[src/rtl/test_ctrl_pkg.sv]
/*
 * Test protocol controller package
 * Byte, command and length types shared by the controller blocks,
 * plus the command, test number and error codes of the protocol
 */
package test_ctrl_pkg;

    // ========================================
    // Types
    // ========================================

    // One FIFO byte
    typedef logic [7:0] byte_t;

    // Header fields, command in the top bits
    typedef logic [1:0] cmd_t;
    // Payload length in the low bits
    typedef logic [5:0] len_t;

    // ========================================
    // Protocol codes
    // ========================================

    // Header commands
    localparam cmd_t CMD_TEST_START   = 2'd0;
    localparam cmd_t CMD_TEST_DATA    = 2'd1;
    localparam cmd_t CMD_TEST_STOP    = 2'd2;
    localparam cmd_t CMD_TEST_STOPPED = 2'd3;

    // Test numbers carried by a START payload
    localparam byte_t TEST_RECEIVE      = 8'd1;
    localparam byte_t TEST_SEND         = 8'd2;
    localparam byte_t TEST_RECEIVE_SEND = 8'd3;

    // Error codes, first byte after a STOPPED header
    localparam byte_t ERR_NONE             = 8'd0;
    localparam byte_t ERR_START_PAYLOAD    = 8'd1;
    localparam byte_t ERR_STOP_PAYLOAD     = 8'd2;
    localparam byte_t ERR_INVALID_CMD      = 8'd3;
    localparam byte_t ERR_INVALID_TEST_NUM = 8'd4;
    localparam byte_t ERR_TEST_DATA        = 8'd5;

endpackage

[src/rtl/reply_writer.sv]
/*
 * Reply writer
 * Buffers one reply of up to four bytes and writes it to the output
 * FIFO, one registered write per cycle with space. When idle it
 * forwards the generator stream under the same space rule
 */
module reply_writer (
    input  logic                 clk,
    input  logic                 reset_i,
    input  logic                 reply_load_i,
    input  test_ctrl_pkg::byte_t reply_byte0_i,
    input  test_ctrl_pkg::byte_t reply_byte1_i,
    input  test_ctrl_pkg::byte_t reply_byte2_i,
    input  test_ctrl_pkg::byte_t reply_byte3_i,
    output logic                 reply_done_o,
    input  logic                 gen_valid_i,
    input  test_ctrl_pkg::byte_t gen_data_i,
    output logic                 gen_ready_o,
    input  logic                 out_full_i,
    input  logic                 out_afull_i,
    output logic                 out_wr_en_o,
    output test_ctrl_pkg::byte_t out_data_o
);
    import test_ctrl_pkg::*;

    byte_t      reply_q [4];
    logic [1:0] idx_q;
    // Index of the last reply byte, equals the header length
    logic [1:0] last_q;
    logic       busy_q;
    logic       space;

    // Almost-full leaves room for the registered write
    assign space = ~out_full_i & ~out_afull_i;
    // Stream only while no reply is pending
    assign gen_ready_o = space & ~busy_q;

    // Reply bytes, loaded together
    always_ff @(posedge clk) begin
        if (reply_load_i) begin
            reply_q[0] <= reply_byte0_i;
            reply_q[1] <= reply_byte1_i;
            reply_q[2] <= reply_byte2_i;
            reply_q[3] <= reply_byte3_i;
        end
    end

    always_ff @(posedge clk or posedge reset_i) begin
        if (reset_i) begin
            busy_q       <= 1'b0;
            idx_q        <= '0;
            last_q       <= '0;
            reply_done_o <= 1'b0;
            out_wr_en_o  <= 1'b0;
            out_data_o   <= '0;
        end else begin
            out_wr_en_o  <= 1'b0;
            reply_done_o <= 1'b0;
            if (reply_load_i) begin
                busy_q <= 1'b1;
                idx_q  <= '0;
                last_q <= reply_byte0_i[1:0];
            end else if (busy_q) begin
                // Hold the byte under back-pressure
                if (space) begin
                    out_wr_en_o <= 1'b1;
                    out_data_o  <= reply_q[idx_q];
                    idx_q       <= idx_q + 2'd1;
                    if (idx_q == last_q) begin
                        busy_q       <= 1'b0;
                        reply_done_o <= 1'b1;
                    end
                end
            end else if (gen_valid_i && gen_ready_o) begin
                // Generator pass-through
                out_wr_en_o <= 1'b1;
                out_data_o  <= gen_data_i;
            end
        end
    end

endmodule

[config.mk]
export PLATFORM = sky130hd
export DESIGN_NAME = reply_writer
export DESIGN_NICKNAME = d
export VERILOG_FILES = /design/src/rtl/test_ctrl_pkg.sv /design/src/rtl/reply_writer.sv
export SDC_FILE = /design/constraint.sdc
export NUM_CORES = 1
export LEC_CHECK = 0
export ABC_AREA = 1
export BUFFER_PORTS_ARGS = -buffer_cell sky130_fd_sc_hd__buf_2
export CAP_MARGIN = 10
export CORE_ASPECT_RATIO = 1.5
export CORE_MARGIN = 2
export CORE_UTILIZATION = 51
export CTS_CLUSTER_DIAMETER = 80
export DETAILED_ROUTE_END_ITERATION = 16
export PLACE_DENSITY = 0.76
export RECOVER_POWER = 50
export SETUP_SLACK_MARGIN = 0.4
export SYNTH_ARGS = -nofsm -noshare
export SYNTH_HDL_FRONTEND = slang
export SYNTH_SLANG_ARGS = --single-unit
[constraint.sdc]
create_clock -name clk -period 1.55 [get_ports clk]
set_clock_uncertainty 0.1 [all_clocks]
set_input_delay 0.465 -clock clk [delete_from_list [all_inputs] [get_ports clk]]
set_output_delay 0.465 -clock clk [all_outputs]
set_load 0.05 [all_outputs]
# --- Yosys cells after proc, flatten, opt, wreduce, memory -nomap -nowiden ---
# Memories as Yosys holds them, arrays and structs flattened.
# Index checks and enable logic that the tools add are counted.
classes:
  add_sub_neg: 1
  mul: 0
  div: 0
  order_cmp: 0
  eq_ne: 2
  n_shift: 0
  muxes: 20
  bitwise: 6
  n_reduce_logical: 6
ops:
  columns: ["cell", "n"]
  rows:
  - ["$mux W8", 3]
  - ["$mux W1", 14]
  - ["$mux W2", 3]
  - ["$reduce_bool A2 Y1", 3]
  - ["$not A1 Y1", 4]
  - ["$reduce_and A3 Y1", 1]
  - ["$add A2 B1 Y2 const B", 1]
  - ["$and A1 B1 Y1", 2]
  - ["$eq A2 B2 Y1", 1]
  - ["$ne A2 B1 Y1 const B", 1]
  - ["$reduce_and A2 Y1", 1]
  - ["$logic_and A1 B1 Y1", 1]
totals:
  reg_bits: 15
  latchBits: 0
  ramBits: 32
  rom_bits: 0
  memories: 1
mem_list:
  columns: ["memory", "depth", "width", "rd", "rd_ports_with_merged_regs", "write_ports", "line_no", "source"]
  rows:
  - ["reply_q", 4, 8, 1, 0, 4, "reply_writer.sv:26", "byte_t reply_q [4];"]

# --- Longest topological paths before layout ---
depth:
  word_depth: 7
  ltp_mapped: 8
  mapped_depth_nobuf: 7

# --- Least setup slack after synthesis ---
# No wires, ideal clock.
synth_timing:
  kind: "register -> output"
  start: "reg busy_q"
  end: "out gen_ready_o"
  arrival_ps: 1713
  required_ps: 985
  setup_slack_ps: -728
  path_stages_with_launch: 3
  n_path_buf: 1
  path_cell_list: "dfrtp_1 buf_2 nor3_1"
synth_between:
  elab_chain_cells: 2
synth_rtl:
  columns: ["item", "line_no", "source"]
  rows:
  - ["start, declared", "reply_writer.sv:30", "logic busy_q;"]
  - ["start signal, assigned", "reply_writer.sv:50", "busy_q <= 1'b0;"]
  - ["start signal, assigned", "reply_writer.sv:60", "busy_q <= 1'b1;"]
  - ["start signal, assigned", "reply_writer.sv:70", "busy_q <= 1'b0;"]
  - ["$not A1 Y1", "reply_writer.sv:36", "assign gen_ready_o = space & ~busy_q;"]
  - ["$and A1 B1 Y1", "reply_writer.sv:36", null]
  - ["end, declared", "reply_writer.sv:18", "output logic gen_ready_o,"]
# Every way passes these cells.

# --- Final worst setup path ---
# Same ends and word-level chain as after synthesis.

==> reports/qor.csv <==
metric;value;unit
Multi-input gate area;611;um2
routed length per instance;13.1;um
ant diodes;0;
Crit Path Max Fanout;2;
Yosys cell types;19;
largest net degree at the start of global routing;17;
Internal;0.00230;W
clock net sink count;47;
commonest non-fill, non-tap cell in the layout;nand2_1;
H-tree depth;2;
crit path DAT;1030;ps
PwrDens;1160;nW/um2
Area Growth Syn to Fin;38.1;%
# setup viols final;1;
Skew-Pair Late Insertion Delay;290;ps
Fillers;267;
core area;3720;um2
Yosys top cell by area;edfxtp_1;
Area contributors post-synth;edfxtp_1 (48%), dfrtp_1 (19%), nand2_1 (15%);
Yosys reg bits;47;
total power draw;0.00318;W
Setup CP Type;reg2out;
Iteration-0 DRC Markers;27;
WL final;4.01;mm
Max Clock Freq;629;MHz
mapped cell area;1980;um2
fin crit period;1590;ps
area share of the largest cell type after synthesis;48.5;%
I/O Buffers;56;
Synth warnings;0;
nets;309;
Starting Density;53.3;%
Setup TNS;-40.5;ps
Syn Inst Count;186;
Clk pin slew, worst setup/hold paths;80;ps
DRT Pass-1 Iters;4;
share of cells above drive strength 1;39.4;%
drt drc;0;
vias in the first global route;1448;
CTS max path bufs;2;
sequential share of the synthesized area;67.4;%
Overall Global Routing Usage;19.9;%
VDD IR-drop max;1.02;mV
routed vias;1561;
Leakage;1.24;nW
commonest non-fill, non-tap cells in the layout;nand2_1 (80), buf_2 (41), edfxtp_1 (32);
status;finished with violations;
global-route wire length before repair;6.22;mm
total gr overflow;0;
Critical Path RT;980;ps
Avg Synthesized Cell Area;10.7;um2
violated checks;negative setup slack;
Seq pwr share;49.2;%
fin util;73.6;%
DIE HEIGHT;80.4;um
worst min-delay path class;in2reg;
crit share post-route;103;%
Comb pwr share;23.2;%
antenna violations before repair;0;
post-synth net total;232;
Psw;0.000879;W
total CTS buffers;5;
FF+latch area;1350;um2
net switching fraction of the power;27.7;%
CTS tree;done;
number of top-level pins;57;
DP Worst Slack;-33.9;ps
crit path capture type;output pin;
relative slew slack;45.2;%
Rows;27;
Die ar.;4410;um2
DRT antenna net count;0;
Hold Buf Count CTS;0;
root buffer cell;clkbuf_8;
Tightest Pin Transition;822;ps
Max-Cap Viols;0;
Critical Path Start Type;flop;
pins over their slew limit;0;
RSZ-0062 raised after global routing;yes;
final worst slack;-40.5;ps
Placer Congestion;0.779;
final hold violation count;0;
Via-to-Cell Ratio;5.08;
Die Width;54.9;um
placed wire-length estimate;2.81;mm
Clk pwr share;27.5;%
[metal layers]
metal  share of wire (%)  global-route usage, %  vias up
met2                  56                   35.2       56
met4                 2.3                   7.07        0
li1                    -                      -      773
met3                 5.4                   5.39       13
met1                  36                   21.6      719
met5                   0                      0        -
[metrics by stage]
step           area [um2]  cells  hold WS [ps]
2_1_floorplan        2010    186           266
3_5_place_dp         2390    290           361
3_3_place_gp         2390    290           356
5_1_grt              2740    307           222
4_1_cts              2700    304          52.8
6_report             2740    307           239
[power by group through the flow]
stage | Combinational, W | Clock (W) | Sequential [W]
after floorplan | 0.000199 | 0 | 0.00174
after global placement | 0.000546 | 0 | 0.00157
after detailed placement | 0.000559 | 0 | 0.00157
after CTS | 0.000725 | 0.000886 | 0.00156
after global routing | 0.000798 | 0.000939 | 0.00158
final | 0.000738 | 0.000875 | 0.00156
[state kept, by name, indices dropped and copies added (netlist names)]
| signal | count |
|---|---|
| busy_q | 1 |
| idx_q | 2 |
| last_q | 2 |
| out_data_o | 8 |
| out_wr_en_o | 1 |
| reply_done_o | 1 |
| reply_q | 32 |
[cells in the mapped netlist (all sizes together)]
library cell,instances
nand2,81
edfxtp,32
nand3,18
dfrtp,15
nor2,13
nor3,9
buf,7
inv,5
xnor2,2
a21oi,1
nand4,1
o21ai,1
xor2,1
[worst max-delay path, cell delays in order (launching register included)]
cell and delay (ps):
dfrtp_2 430, nor3_4 120, buf_6 180
[path summary, 6_finish.rpt]
path / start / to / slack (ps) / depth (start not counted)
min in group asynchronous: reset_i / reply_done_o / 280 / 3
setup reg to reg: busy_q / out_data_o[6] / 250 / 6
max in group asynchronous: reset_i / out_wr_en_o / 510 / 3
hold reg to reg: last_q[1] / last_q[1] / 400 / 2
hold / removal: reply_byte3_i[6] / reply_q[3][6] / 240 / 1
setup / recovery: busy_q / gen_ready_o / -40 / 2
[layout make-up]
| type | count | share of cell area [%] |
|---|---|---|
| clock buffer | 6 | 2.65 |
| clock inverter | 2 | 1.37 |
| inverter | 5 | 0.869 |
| multi-input combinational | 128 | 22.3 |
| sequential | 47 | 49.4 |
| tap | 43 | 1.97 |
| timing repair buffer | 76 | 21.4 |
[repair_timing]
action,in CTS,in global routing
endpoints found under the setup margin,22,22
cloned,1,0
setup buffers,5,3
gates resized for setup,46,6
pin swaps,4,5
[logic make-up after synthesis]
group | count (synthesis) | synth area share, %
compound gates | 2 | 1.07
flops | 47 | 67.4
xor+xnor | 3 | 1.70
buf+inv | 12 | 3.85
simple gates | 122 | 25.9
Power figures use the tool's default switching activity.
